===== config.mk =====
export PLATFORM = sky130hd
export DESIGN_NAME = lsu_access
export DESIGN_NICKNAME = d
export VERILOG_FILES = /design/src/hw/lsu_types_pkg.sv /design/src/hw/lsu_access.sv
export SDC_FILE = /design/constraint.sdc
export NUM_CORES = 1
export LEC_CHECK = 0
export ABC_AREA = 1
export BUFFER_PORTS_ARGS = -buffer_cell sky130_fd_sc_hd__clkbuf_2
export CAP_MARGIN = 20
export CELL_PAD_IN_SITES_DETAIL_PLACEMENT = 0
export CELL_PAD_IN_SITES_GLOBAL_PLACEMENT = 1
export CORE_AREA = 3 3 140 142
export CTS_BUF_LIST = sky130_fd_sc_hd__clkbuf_4
export CTS_CLUSTER_SIZE = 28
export DETAILED_ROUTE_END_ITERATION = 8
export DIE_AREA = 0 0 143 145
export PLACE_DENSITY = 0.68
export RECOVER_POWER = 100
export SETUP_SLACK_MARGIN = 0.3
export SYNTH_ARGS = -nofsm -noshare
export SYNTH_HDL_FRONTEND = slang
export SYNTH_SLANG_ARGS = --single-unit

===== constraint.sdc =====
create_clock -name clk -period 4.9 [get_ports clk]
set_clock_uncertainty 0.2 [all_clocks]
set_input_delay 0.49 -clock clk [delete_from_list [all_inputs] [get_ports clk]]
set_output_delay 0.49 -clock clk [all_outputs]
set_load 0.03 [all_outputs]

===== src/hw/lsu_types_pkg.sv =====
package lsu_types_pkg;

    // --------------------
    // widths with a meaning
    typedef logic [31:0] word_t;
    typedef logic [4:0]  reg_idx_t;   // reg 0 never written
    typedef logic [3:0]  byte_en_t;   // one bit per byte lane
    typedef logic [1:0]  byte_off_t;  // byte within a word

    typedef enum logic [3:0] {
        op_none, op_lb, op_lbu, op_lh, op_lhu, op_lw,
        op_lwl, op_lwr, op_sb, op_sh, op_sw
    } mem_op_e;

    typedef enum logic [1:0] {
        wb_alu, wb_load, wb_link
    } wb_src_e;

    // --------------------
    // stage structs
    typedef struct packed {
        mem_op_e  mem_op;
        wb_src_e  wb_src;
        reg_idx_t reg_num;     // destination register
        word_t    pc;
        word_t    alu_out;     // vaddr for memory ops
        word_t    store_data;
        word_t    link;        // return address
    } lsu_req_t;

    typedef struct packed {
        mem_op_e   mem_op;
        wb_src_e   wb_src;
        reg_idx_t  reg_num;
        word_t     pc;
        word_t     alu_out;
        word_t     link;
        byte_off_t byte_off;
    } lsu_ctl_t;

    typedef struct packed {
        logic     en;
        byte_en_t wen;
        word_t    addr;        // physical byte address
        word_t    wdata;
    } sram_req_t;

    typedef struct packed {
        reg_idx_t reg_num;
        byte_en_t be;
        word_t    data;
        word_t    pc;
    } wb_t;

endpackage


===== src/hw/lsu_access.sv =====
`timescale 1ns/1ps

module lsu_access
    import lsu_types_pkg::*;
(
    input  logic      clk,
    input  logic      rst_n,
    input  logic      in_valid,
    output logic      allowin,
    input  logic      wb_allowin,
    input  sram_req_t dec_sram,
    input  lsu_ctl_t  dec_ctl,
    output sram_req_t sram,
    output lsu_ctl_t  ctl,
    output logic      valid
);

    logic accept;  // transfer from execute this edge

    // --------------------
    // handshake
    // the stage takes a new request when it is empty or when write-back
    // drains the current one on the same edge
    assign allowin = !valid || wb_allowin;
    assign accept  = in_valid && allowin;

    always_ff @(posedge clk) begin
        if (!rst_n) begin
            valid <= 1'b0;
        end else if (allowin) begin
            valid <= in_valid;  // fill, refill or drain
        end
    end

    // --------------------
    // stage register
    always_ff @(posedge clk) begin
        if (accept) begin
            ctl <= dec_ctl;
        end
    end

    // --------------------
    // RAM request
    always_comb begin
        sram       = dec_sram;
        sram.en    = dec_sram.en && accept;      // no access on stall
        sram.wen   = dec_sram.wen & {4{accept}}; // refused store writes nothing
    end

endmodule


==> impl_metrics.tcl <==
set metrics [dict create \
    final_cell_area_mm2 0.00593 \
    vias 2660 \
    maxCapViolations 0 \
    start_util_pct 20.8 \
    drive_gt1_share_pct 27.5 \
    dr.pass1.iters 6 \
    synth_edf_count 109 \
    use_met1_pct 10.6 \
    ios 362 \
    synth_top_area_cell "edfxtp_1" \
    synth_mux_area_share_pct 0 \
    synthCells 191 \
    syn_nets 373 \
    fin_cells 722 \
    drt-wirelength-per-cell_um 16.6 \
    netlist.area_leader.share_pct 84.7 \
    yosysSeqAreaShare_pct 85.2 \
    gp_congestion 0.707 \
    fin_crit_sh_pct 56.9 \
    period_needed_ps 2790 \
    path_max_fanout 80 \
    synth_area_leaders "edfxtp_1 85%, buf_4 12%, inv_1 0.87%" \
    clock_latency_ps 460 \
    synthTopCellsByCount "109 x edfxtp_1, 64 x buf_4, 9 x inv_1, 5 x nor2_2, 2 x nand2_4" \
    synthSimpleGateAreaFrac_pct 1.39 \
    die_h_um 145 \
    crit_chain "dlygate4sd3_1 -> clkbuf_1 -> nand2_1 -> inv_4 -> buf_4" \
    synth_area_mm2 0.00387 \
    hp-start "wb_allowin" \
    rsz0062_at_grt "false" \
    post-route-drc-count 0 \
    finalSetupTns_ps 0 \
    cts_tree "done" \
    tightest_slew_ps 1010 \
    die_area_mm2 0.0207 \
    synth-seq-cells 110 \
    leakagePower_uw 0.00227 \
    cp_slowest_stage_delay_ps 740 \
    setup_viol 0 \
    crit_required_ps 4830 \
    cts_root_buf "clkbuf_4" \
    synth_top_family_by_area "buffers and inverters" \
    busiest_layer "met2" \
    synth_xor_area_share_pct 0 \
    dp_hpwl_um 8570 \
    place_area_mm2 0.00485 \
    hold_path.class "in -> reg" \
    synth_flop_cell "edfxtp_1" \
    drv_slew 0 \
    synth-warning-count 0 \
    ctsHtreeMaxLevel 3 \
    post_cts_buffers 0 \
    whs_ps 150 \
    clk_pin_slew_ps 160 \
    drtIter0Drc 120 \
    use_met3_pct 3.79 \
    startpoint "in_valid" \
    worstPathArrival_ps 2720 \
    path_class "in -> reg" \
    grt_overflow 0 \
    synth_fa_ha_area_share_pct 0 \
    area_growth_pct 53.5 \
    antenna_found_initial 1 \
    cts_made_buffers 9 \
    grtUsageMet2_pct 19.8 \
    clock_path_buffers 2 \
    nets 665 \
    ir_worst_vdd_mv 0.157 \
    synth_area_per_cell_um2 20.2 \
    grt_first_pass_wirelength_um 16700 \
    r2r-start "valid" \
    rows 50 \
    async_reset_ff_share_pct 0 \
    vias_per_cell 3.68 \
    start_kind "primary input" \
    endpoint_kind "register" \
    grt_pass1_vias 2830 \
    cts.sinks 110 \
    power.density_mw_per_mm2 312 \
    io_buffers 233 \
    critical-path-slowest-cell "inv_4" \
    grt_max_degree 81 \
    ant_nets 0 \
    synth-compound-area-share_pct 0.129 \
    hold_violations 0 \
    max_freq_ghz 0.359 \
    synth_cell_types 7 \
    post-place-cells 595 \
    core_area_mm2 0.0186 \
    slew_headroom_pct 32.8 \
    die_w_um 143 \
    yosys.cell_count.top_type "edfxtp_1" \
    finalWirelength_um 12000 \
    status "finished clean" \
    track_usage_pct 11.1 \
]
power breakdown:
group          total [µW]  internal, µW  switching (µW)
combinational         307           112             195
clock                 430           111             319
sequential           1120          1100            16.5
total                1850          1320             530
routing by layer:
metal	up-vias	wire length [µm]	share of wire, %
met5	-	0	0
met4	0	601	5.0
met3	65	1080	9.0
met2	168	6170	52
met1	1223	4120	34
li1	1204	-	-
flip-flops by register name, summed over array words and instances, names as in the netlist:
name and cells:
ctl 109, valid 1
cell type report:
class | instances | area (µm²)
Inverter | 9 | 36.3
Fill cell | 1891 | 12600
Sequential cell | 110 | 3290
Antenna cell | 1 | 2.50
Clock inverter | 6 | 58.8
Timing Repair Buffer | 345 | 2130
Clock buffer | 9 | 67.6
Multi-Input combinational cell | 8 | 51.3
Tap cell | 234 | 293
path summary, 6_finish.rpt:
kind | end | slack (ps) | cells past startpoint
worst max register to register | ctl[23] | 2340 | 4
worst min register to register | valid | 330 | 2
worst max-delay path | ctl[23] | 2110 | 5
worst min-delay path | valid | 150 | 4
logic make-up (layout without fill, tap and decap cells):
logic type             after synthesis  after routing
buffers and inverters               73            369
and+or+nand+nor                      7              7
DFF                                110            110
AOI/OAI and AO/OA                    1              1
other                                0              1
repair_timing:
action	in CTS	in global routing
gates resized for setup	0	0
hold endpoints to repair	110	1
hold buffers	110	1
stage by stage:
stage	setup WS (ps)	util, %	total power, µW
after floorplan	1350	-	1370
after global placement	2280	26.1	1390
after detailed placement	2160	26.1	1390
after CTS	2480	32.7	1900
after global routing	2000	31.9	1940
final	2110	31.9	1850
cell usage in the layout (no fill, tap or decap), drive strengths merged:
cell type    Yosys  final
a21oi            1      1
buf             64      1
clkbuf           0    242
clkinv           0      1
clkinvlp         0      3
dfxtp            1      1
diode            0      1
dlygate4sd3      0    111
edfxtp         109    109
inv              9     11
nand2            2      2
nor2             5      5
critical path: cells and delay by family:
kind | cells | cell delay [ps]
buffers and inverters | 4 | 1870
and+or+nand+nor | 1 | 220
(Power assumes the default switching activity.)
