`src/hw/lsu_map_pkg.sv`:
```
package lsu_map_pkg;

    // --------------------
    // fixed address windows
    // kseg0 starts at 0x8000_0000 and kseg1 ends at 0xbfff_ffff, both map
    // straight onto physical memory once the top bits are dropped
    localparam logic [31:0] KSEG0_BASE = 32'h8000_0000;
    localparam logic [31:0] KSEG1_END  = 32'hbfff_ffff;

    localparam int SEG_STRIP_BITS = 3;  // top bits cleared in window

    // --------------------
    // data RAM geometry
    localparam int RAM_WORD_BITS = 10;  // word index width
    localparam int RAM_WORDS     = 1 << RAM_WORD_BITS;  // aliases above this

    // index field within a byte address
    localparam int RAM_IDX_LSB = 2;
    localparam int RAM_IDX_MSB = RAM_WORD_BITS + RAM_IDX_LSB - 1;

endpackage

```
`src/hw/lsu_types_pkg.sv`:
```
package lsu_types_pkg;

    // --------------------
    // widths with a meaning
    typedef logic [31:0] word_t;
    typedef logic [4:0]  reg_idx_t;   // reg 0 never written
    typedef logic [3:0]  byte_en_t;   // one bit per byte lane
    typedef logic [1:0]  byte_off_t;  // byte within a word

    typedef enum logic [3:0] {
        op_none, op_lb, op_lbu, op_lh, op_lhu, op_lw,
        op_lwl, op_lwr, op_sb, op_sh, op_sw
    } mem_op_e;

    typedef enum logic [1:0] {
        wb_alu, wb_load, wb_link
    } wb_src_e;

    // --------------------
    // stage structs
    typedef struct packed {
        mem_op_e  mem_op;
        wb_src_e  wb_src;
        reg_idx_t reg_num;     // destination register
        word_t    pc;
        word_t    alu_out;     // vaddr for memory ops
        word_t    store_data;
        word_t    link;        // return address
    } lsu_req_t;

    typedef struct packed {
        mem_op_e   mem_op;
        wb_src_e   wb_src;
        reg_idx_t  reg_num;
        word_t     pc;
        word_t     alu_out;
        word_t     link;
        byte_off_t byte_off;
    } lsu_ctl_t;

    typedef struct packed {
        logic     en;
        byte_en_t wen;
        word_t    addr;        // physical byte address
        word_t    wdata;
    } sram_req_t;

    typedef struct packed {
        reg_idx_t reg_num;
        byte_en_t be;
        word_t    data;
        word_t    pc;
    } wb_t;

endpackage

```
`src/hw/lsu_decode.sv`:
```
`timescale 1ns/1ps

module lsu_decode
    import lsu_types_pkg::*, lsu_map_pkg::*;
(
    input  lsu_req_t  in_req,
    output sram_req_t sram_req,
    output lsu_ctl_t  ctl
);

    word_t     vaddr;
    word_t     paddr;
    logic      in_seg;      // vaddr inside kseg0/kseg1
    byte_off_t off;
    logic      is_mem;

    assign vaddr = in_req.alu_out;
    assign off   = vaddr[1:0];

    // --------------------
    // fixed mapping
    assign in_seg = (vaddr >= KSEG0_BASE) && (vaddr <= KSEG1_END);
    assign paddr  = in_seg ? {{SEG_STRIP_BITS{1'b0}}, vaddr[31-SEG_STRIP_BITS:0]}
                           : vaddr;

    assign is_mem = (in_req.mem_op != op_none);

    // --------------------
    // store lanes
    always_comb begin
        sram_req.en    = is_mem;  // request intent, gated later
        sram_req.addr  = paddr;
        sram_req.wen   = '0;
        sram_req.wdata = in_req.store_data;
        case (in_req.mem_op)
            op_sb: begin
                sram_req.wen   = byte_en_t'(4'b0001 << off);
                sram_req.wdata = {4{in_req.store_data[7:0]}};  // byte in every lane
            end
            op_sh: begin
                sram_req.wen   = off[1] ? 4'b1100 : 4'b0011;
                sram_req.wdata = {2{in_req.store_data[15:0]}};
            end
            op_sw: begin
                sram_req.wen   = 4'b1111;
            end
            default: begin
                sram_req.wen   = '0;  // loads and non-memory ops
            end
        endcase
    end

    // --------------------
    // control carried to the result side
    always_comb begin
        ctl.mem_op   = in_req.mem_op;
        ctl.wb_src   = in_req.wb_src;
        ctl.reg_num  = in_req.reg_num;
        ctl.pc       = in_req.pc;
        ctl.alu_out  = in_req.alu_out;
        ctl.link     = in_req.link;
        ctl.byte_off = off;  // picks lanes after the RAM read
    end

endmodule

```
`config.mk`:
```
export PLATFORM = sky130hd
export DESIGN_NAME = lsu_decode
export DESIGN_NICKNAME = d
export VERILOG_FILES = /design/src/hw/lsu_map_pkg.sv /design/src/hw/lsu_types_pkg.sv /design/src/hw/lsu_decode.sv
export SDC_FILE = /design/constraint.sdc
export NUM_CORES = 1
export LEC_CHECK = 0
export BUFFER_PORTS_ARGS = -buffer_cell sky130_fd_sc_hd__buf_2
export CAP_MARGIN = 25
export CORE_AREA = 2 2 123 125
export DETAILED_ROUTE_END_ITERATION = 8
export DIE_AREA = 0 0 125 127
export MAX_ROUTING_LAYER = met4
export PLACE_DENSITY_LB_ADDON = 0.15
export REMOVE_ABC_BUFFERS = 1
export SETUP_SLACK_MARGIN = 0.4
export SYNTH_ARGS = -nofsm -noshare
export SYNTH_HDL_FRONTEND = slang
export SYNTH_SLANG_ARGS = --single-unit
```
`constraint.sdc`:
```
create_clock -name vclk -period 1.8
set_clock_uncertainty 0.1 [all_clocks]
set_input_delay 0.18 -clock vclk [all_inputs]
set_output_delay 0.18 -clock vclk [all_outputs]
set_load 0.005 [all_outputs]
```
==> metrics <==
outcome=finished, final reports clean; fmax=663 MHz; routed vias=1229; CLK BUF=0; post-synthesis cell count=211; initial core utilization=0.112; FF+latch count=0; global-route total usage across every layer=0.214; RSZ-0062 raised after global routing=true; MaxCap Viol Count=0; die area=15900 um2; Cells after DPL=340; pin count of the biggest net entering global routing=14; I/O Buffers=94; cell internal pwr=216 uW; Crit path required time=1.52 ns; P_leak=0.000782 uW; Period minus WS final=1.51 ns; initial antenna violation count=0; Reg area=0 um2; # DRC=0; Cell Count, Final, Fillers Out=352; Switching Share=0.418; final net count=309; Avg WL per Cell=49.8 um; core area=14400 um2; Worst Hold Slack=0.260 ns; TNS Setup=0 ns; Mapped Avg Cell Area=7.68 um2; Final Hold Violating Endpoints=0; share of layout cells above drive strength 1=0.839; Final Slew Violations=0; vias per cell=3.49; Initial DRC Count=33; Ant. Diodes=0; Hold Path Class=in2out; CP max FO=8; crit path DAT=1.23 ns; DR WL met2=8.16 mm; sequential-to-total area share from yosys stat=0; post-synthesis cell type count=19; Power Dens Cells=224 nW/um2; Slew headroom=0.817; M1 wire length=2.85 mm; row count=44; Total Wirelength=17.5 mm; total iterations of the first detailed-routing run=4; Clk pwr share=0; Switch Pwr=155 uW; maximum VDD drop=56.9 uV; Routed Antenna Nets=0; first-pass GRT wire length=20.3 mm; I/O pin total=317; crit start category=input port; Final period util=0.838; synthesis-to-finish area growth=2.16%; crit end category=output port; DIE WIDTH=125 um; total power=371 uW; max layer used=met4; # hold bufs at CTS=0; vias in the first global route=1252; global placement routability congestion=0.836; final setup violation count=0; met3 WL=6.42 mm; Yosys Warn Count=0; Seq pwr share=0; Slew @ Worst Pin=0.267 ns; height of the die=127 um; grt total ovfl=0; Mapped Area=1620 um2; Gate power share=1.000; CP Class=in2out
layout make-up:
type / instances / area [um2]
Fill cell: 1694 / 12800
Timing Repair Buffer: 109 / 825
Multi-Input combinational cell: 56 / 589
Tap cell: 184 / 230
Inverter: 3 / 11.3
worst max-delay path: stages:
cell	delay, ns
buf_8	0.10
nand2b_4	0.14
nor3_4	0.20
buf_12	0.17
mux2_4	0.31
buf_6	0.12
power groups by stage:
stage | Combinational [uW] | Sequential (uW) | Clock [uW]
final | 371 | 0 | 0
after global routing | 398 | 0 | 0
after CTS | 339 | 0 | 0
after detailed placement | 258 | 0 | 0
after global placement | 261 | 0 | 0
after floorplan | 84.0 | 0 | 0
cell usage in the layout (no fill, tap or decap), types with 2 or more instances in the layout:
master   synthesis  final
mux2_4           4     16
mux2i_1          8      7
buf_2            1     76
nor2_2           0      2
buf_8            0      3
inv_1            3      3
buf_12           0      4
a21oi_1         12      4
buf_4          148      6
buf_6            2     17
o21ai_0          2      2
a21oi_2          0      6
nor2_1          10      6
buf_16           0      3
a21oi_4          0      2
nor2_4           0      2
cell families (layout without fill, tap and decap cells):
kind of cell           after synthesis  after routing  synth area share
AO/OA/AOI/OAI                       16             16            0.0525
AND/OR/NAND/NOR                     16             16            0.0656
multiplexers                        24             24             0.170
buffers and inverters              155            112             0.712
final timing paths:
kind                         from      endpoint  slack, ns  cells after the start
worst min-delay path   in_req[70]  sram_req[38]       0.26                      0
worst max-delay path  in_req[137]  sram_req[10]       0.29                      6
routing by layer:
layer | up-vias | global-route usage
met1 | 501 | 0.0976
met3 | 12 | 0.361
li1 | 440 | -
met4 | 0 | 0.00915
met5 | - | -
met2 | 276 | 0.348
repair_timing:
item	CTS	global route
pin swaps	2	2
setup buffers	5	4
cloned	3	0
endpoints found under the hold margin	0	0
resized for setup	43	19
endpoints found under the setup margin	23	25
synthesized netlist by cell type:
cell | number | area [um2]
buf_4 | 148 | 1110
nor3_4 | 1 | 16.3
inv_1 | 3 | 11.3
or4_1 | 1 | 7.51
and2_1 | 1 | 6.26
clkbuf_1 | 1 | 3.75
nor3b_4 | 1 | 18.8
mux2_2 | 12 | 135
nand2b_4 | 1 | 13.8
buf_2 | 1 | 5.00
a21oi_1 | 12 | 60.1
o21ai_0 | 2 | 10.0
buf_6 | 2 | 22.5
a21o_1 | 1 | 7.51
nor2_1 | 10 | 37.5
a21boi_0 | 1 | 7.51
nand2b_1 | 1 | 6.26
mux2_4 | 4 | 60.1
mux2i_1 | 8 | 80.1
through the flow:
stage | cell area [um2] | setup slack (ns) | util
3_5_place_dp | 1230 | 0.236 | 0.0850
4_1_cts | 1520 | 0.271 | 0.105
6_report | 1660 | 0.291 | 0.115
5_1_grt | 1660 | 0.258 | 0.115
3_3_place_gp | 1230 | 0.236 | 0.0850
2_1_floorplan | 478 | 0.265 | -
No activity file was read; power rests on OpenSTA's default activity.
