[src/hw/lsu_types_pkg.sv]
package lsu_types_pkg;

    // --------------------
    // widths with a meaning
    typedef logic [31:0] word_t;
    typedef logic [4:0]  reg_idx_t;   // reg 0 never written
    typedef logic [3:0]  byte_en_t;   // one bit per byte lane
    typedef logic [1:0]  byte_off_t;  // byte within a word

    typedef enum logic [3:0] {
        op_none, op_lb, op_lbu, op_lh, op_lhu, op_lw,
        op_lwl, op_lwr, op_sb, op_sh, op_sw
    } mem_op_e;

    typedef enum logic [1:0] {
        wb_alu, wb_load, wb_link
    } wb_src_e;

    // --------------------
    // stage structs
    typedef struct packed {
        mem_op_e  mem_op;
        wb_src_e  wb_src;
        reg_idx_t reg_num;     // destination register
        word_t    pc;
        word_t    alu_out;     // vaddr for memory ops
        word_t    store_data;
        word_t    link;        // return address
    } lsu_req_t;

    typedef struct packed {
        mem_op_e   mem_op;
        wb_src_e   wb_src;
        reg_idx_t  reg_num;
        word_t     pc;
        word_t     alu_out;
        word_t     link;
        byte_off_t byte_off;
    } lsu_ctl_t;

    typedef struct packed {
        logic     en;
        byte_en_t wen;
        word_t    addr;        // physical byte address
        word_t    wdata;
    } sram_req_t;

    typedef struct packed {
        reg_idx_t reg_num;
        byte_en_t be;
        word_t    data;
        word_t    pc;
    } wb_t;

endpackage

[src/hw/lsu_result.sv]
`timescale 1ns/1ps

module lsu_result
    import lsu_types_pkg::*;
(
    input  logic     valid,
    input  lsu_ctl_t ctl,
    input  word_t    rdata,
    output logic     out_valid,
    output wb_t      out_wb
);

    byte_off_t  off;
    logic [7:0]  ld_byte;
    logic [15:0] ld_half;
    word_t      load_data;
    byte_en_t   load_be;
    word_t      wb_data;
    byte_en_t   wb_be;

    assign off = ctl.byte_off;

    // --------------------
    // lane extraction
    assign ld_byte = rdata[{off, 3'b000} +: 8];
    assign ld_half = off[1] ? rdata[31:16] : rdata[15:0];

    always_comb begin
        load_be   = 4'b1111;
        load_data = rdata;
        case (ctl.mem_op)
            op_lb:  load_data = {{24{ld_byte[7]}}, ld_byte};
            op_lbu: load_data = {24'b0, ld_byte};
            op_lh:  load_data = {{16{ld_half[15]}}, ld_half};
            op_lhu: load_data = {16'b0, ld_half};
            op_lw:  load_data = rdata;
            op_lwl: begin
                // low k+1 memory bytes land in the top of the register
                load_data = rdata << {~off, 3'b000};
                load_be   = byte_en_t'(4'b1111 << ~off);
            end
            op_lwr: begin
                // memory bytes k..3 land in the bottom of the register
                load_data = rdata >> {off, 3'b000};
                load_be   = byte_en_t'(4'b1111 >> off);
            end
            default: begin
                load_data = rdata;
                load_be   = 4'b1111;
            end
        endcase
    end

    // --------------------
    // write-back select
    always_comb begin
        case (ctl.wb_src)
            wb_load: begin
                wb_data = load_data;
                wb_be   = load_be;   // partial only for lwl/lwr
            end
            wb_link: begin
                wb_data = ctl.link;
                wb_be   = 4'b1111;
            end
            default: begin
                wb_data = ctl.alu_out;
                wb_be   = 4'b1111;
            end
        endcase
    end

    assign out_valid      = valid;
    assign out_wb.reg_num = ctl.reg_num;
    assign out_wb.be      = (ctl.reg_num == '0) ? 4'b0000 : wb_be;  // r0 stays zero
    assign out_wb.data    = wb_data;
    assign out_wb.pc      = ctl.pc;

endmodule

[config.mk]
export PLATFORM = sky130hd
export DESIGN_NAME = lsu_result
export DESIGN_NICKNAME = d
export VERILOG_FILES = /design/src/hw/lsu_types_pkg.sv /design/src/hw/lsu_result.sv
export SDC_FILE = /design/constraint.sdc
export NUM_CORES = 1
export LEC_CHECK = 0
export ABC_AREA = 1
export BUFFER_PORTS_ARGS = -buffer_cell sky130_fd_sc_hd__buf_4
export CORE_AREA = 2 2 89 91
export DETAILED_ROUTE_END_ITERATION = 16
export DIE_AREA = 0 0 91 93
export GPL_ROUTABILITY_DRIVEN = 0
export MAX_ROUTING_LAYER = met4
export PLACE_DENSITY = 0.82
export RECOVER_POWER = 100
export SETUP_SLACK_MARGIN = 0.05
export SYNTH_ARGS = -nofsm -noshare
export SYNTH_HDL_FRONTEND = slang
export SYNTH_SLANG_ARGS = --single-unit
[constraint.sdc]
create_clock -name vclk -period 2
set_input_delay 0.4 -clock vclk [all_inputs]
set_output_delay 0.4 -clock vclk [all_outputs]
set_load 0.01 [all_outputs]
==> flow_summary_export.csv <==
group,metric,value,unit
critical_path,slowest_stage,"nor2_4",
finish,fillerInstances,657,
power,leakagePower,2.96,nW
power,p_int,0.000654,W
synthesis,yosys_warnings,0,
outcome,status,"complete, but fails checks",
power,pwr-share-clk,0,%
global_routing,overflow,0,
critical_path,crit_fanout,7,
critical_path,crit_cells,13,
outcome,failed_checks,"negative setup slack",
synthesis,syn_area,3260,sq um
critical_path,end_kind,"primary output",
synthesis,yosysTopAreaCell,"nand2_1",
power,power_switching,0.000700,W
routing,via_count,5213,
die,rows,32,
synthesis,synth_xor_area_share,0,%
sta,max_freq,481,MHz
power,vdd_ir_drop_max,0.132,mV
finish,final_area,5320,sq um
finish,clkbuf_count,0,
synthesis,synth_mux_area_share,0,%
global_routing,grt_pass1_vias,4554,
critical_path,worstSetupPathType,"in2out",
sta,rsz0062_at_grt,"true",
synthesis,syn-num-nets,872,
synthesis,synthAdderAreaFrac,0.768,%
sta,layout_setup_ws,-0.0775,ns
finish,seq_area,0,sq um
finish,area_delta_synth_final,63.4,%
global_routing,grt_max_degree,30,
routing,post_drt_wl_per_cell,14.2,microns
routing,drc,0,
power,pwr-share-comb,100.0,%
critical_path,startpoint_type,"primary input",
cts,ctsHoldBuffers,0,
critical_path,crit_family,"buffers and inverters",
routing,postRouteAntennaNets,0,
synthesis,synth_top_cell_area_share,31.6,%
finish,antenna_cells,0,
global_routing,grt_pass1_wl,20300,microns
power,p_per_area,254,nW/um^2
synthesis,synthCells,728,
sta,fin_hold_ws,0.800,ns
power,p_seq_share,0,%
hold_path,hold_class,"in2out",
sta,min_period,2.08,ns
critical_path,path_buf_inv,7,
synthesis,yosys.area_share.simple,56.7,%
critical_path,cp_common_cell,"buf_12",
sta,worst_pin_slew,0.320,ns
critical_path,cp_slowest_stage_delay,0.15,ns
sta,maxSlewHeadroom,78.7,%
synthesis,synth.distinct_cells,23,
routing,drt_wl_total,13800,microns
critical_path,worstPathArrival,1.68,ns
hold_path,min_path_cells,0,
placement,dpl-instance-area,4600,sq um
die,start_util,43.3,%
routing,drtPass1Iterations,5,
synthesis,synthTopCellsByArea,"nand2_1, nor2_1, buf_4, a21oi_1, nand3_1",
global_routing,antenna_found_initial,0,
routing,via_per_inst,5.37,
sta,finalMaxSlewViolations,0,
synthesis,synth_area_per_cell,4.48,sq um
synthesis,yosysSeqAreaShare,0,%
power,swShare,51.7,%
die,io_pins,216,
placement,portBuffers,150,
critical_path,path_cells,"buf_12 > inv_6 > nor2_4 > nand2_2 > o21ai_4 > buf_12 > buf_8 > clkbuf_16 > o21ai_2 > inv_1 > o21ai_1 > a21oi_1 > buf_4",
placement,hpwl,9540,microns
job,maxCapViolations,0,
power,total_power,0.00135,W
finish,fin_nets,1015,
sta,fin_crit_sh,104,%
critical_path,worstPathRequired,1.60,ns
synthesis,synth_top_family_by_area,"simple AND/OR/NAND/NOR gates",
global_routing,grtUsageTotal,28.7,%
sta,setup_viol,26,
synthesis,synth-compound-area-share,19.0,%
die,dieArea,8460,sq um
die,die_h,93,microns
finish,n_sequential_cell,0,
die,die_w,91,microns
sta,finalHoldViolCount,0,
die,core,7530,sq um
finish,layout-drive-gt1-share,37.3,%
routing,drtIter0Drc,465,
==> cell usage after synthesis <==
master and n:
clkbuf_1 14, nand3_1 57, ha_1 2, buf_4 51, and2_0 1, o31ai_1 2
a21oi_2 2, nand2_2 3, a21oi_1 68, nor3_1 3, o21ai_2 1, nand2_1 274
a31oi_1 2, inv_1 54, buf_2 16, nor2_2 2, nand2_4 1, o21ai_1 5
buf_6 2, nor2_1 119, nor2_4 2, o21ai_0 40, inv_2 7
==> stage by stage <==
| stage | setup slack [ns] | TNS [ns] | instances | util, % |
|---|---|---|---|---|
| 2_1_floorplan | 0.112 | 0 | 728 | - |
| 3_3_place_gp | -0.157 | -3.68 | 955 | 61.1 |
| 3_5_place_dp | -0.215 | -5.18 | 955 | 61.1 |
| 4_1_cts | -0.0269 | -0.298 | 963 | 64.4 |
| 5_1_grt | -0.153 | -2.90 | 971 | 70.7 |
| 6_report | -0.0775 | -1.02 | 971 | 70.7 |
==> layout by cell type (no fill, tap or decap), types with 6 or more instances in the layout <==
master,instances
nand2_1,246
buf_4,174
nor2_1,105
inv_1,50
a21oi_1,49
nand3_1,47
nand2_2,22
a21oi_2,21
buf_12,19
o21ai_0,18
o21ai_1,17
buf_6,17
nor2_2,11
o21ai_2,10
nand3_2,9
nand2_4,8
nor2_4,7
buf_8,6
==> area by class of cell <==
class	instances	area, sq um	area share [%]
Inverter	61	259	4.86
Multi-Input combinational cell	584	2870	53.9
Tap cell	102	128	2.40
Timing Repair Buffer	224	2070	38.9
==> final timing paths <==
| kind | from | endpoint | slack, ns |
|---|---|---|---|
| setup / recovery | ctl[107] | out_wb[32] | -0.08 |
| hold / removal | ctl[77] | out_wb[11] | 0.80 |
==> per-layer routing <==
layer / GRT usage (%) / vias up / wire length, microns
li1: - / 2534 / -
met1: 36.8 / 2297 / 5290
met2: 48.1 / 334 / 6750
met3: 2.98 / 48 / 1400
met4: 8.08 / 0 / 390
met5: - / - / 0
==> logic make-up after synthesis <==
family          count (synthesis)
simple gates                  462
fa+ha+maj                       2
buf+inv                       144
compound gates                120
==> repair_timing <==
item	in CTS	in global routing
buffers inserted	6	7
resized for setup	56	124
gates cloned	2	2
setup endpoints to repair	33	33
pin swaps	9	54
==> power groups by stage <==
stage	clock [W]	combinational, W	sequential (W)
2_1_floorplan	0	0.000637	0
3_3_place_gp	0	0.00112	0
3_5_place_dp	0	0.00113	0
4_1_cts	0	0.00120	0
5_1_grt	0	0.00146	0
6_report	0	0.00135	0
Note: power is estimated with default switching activity, not from simulation.
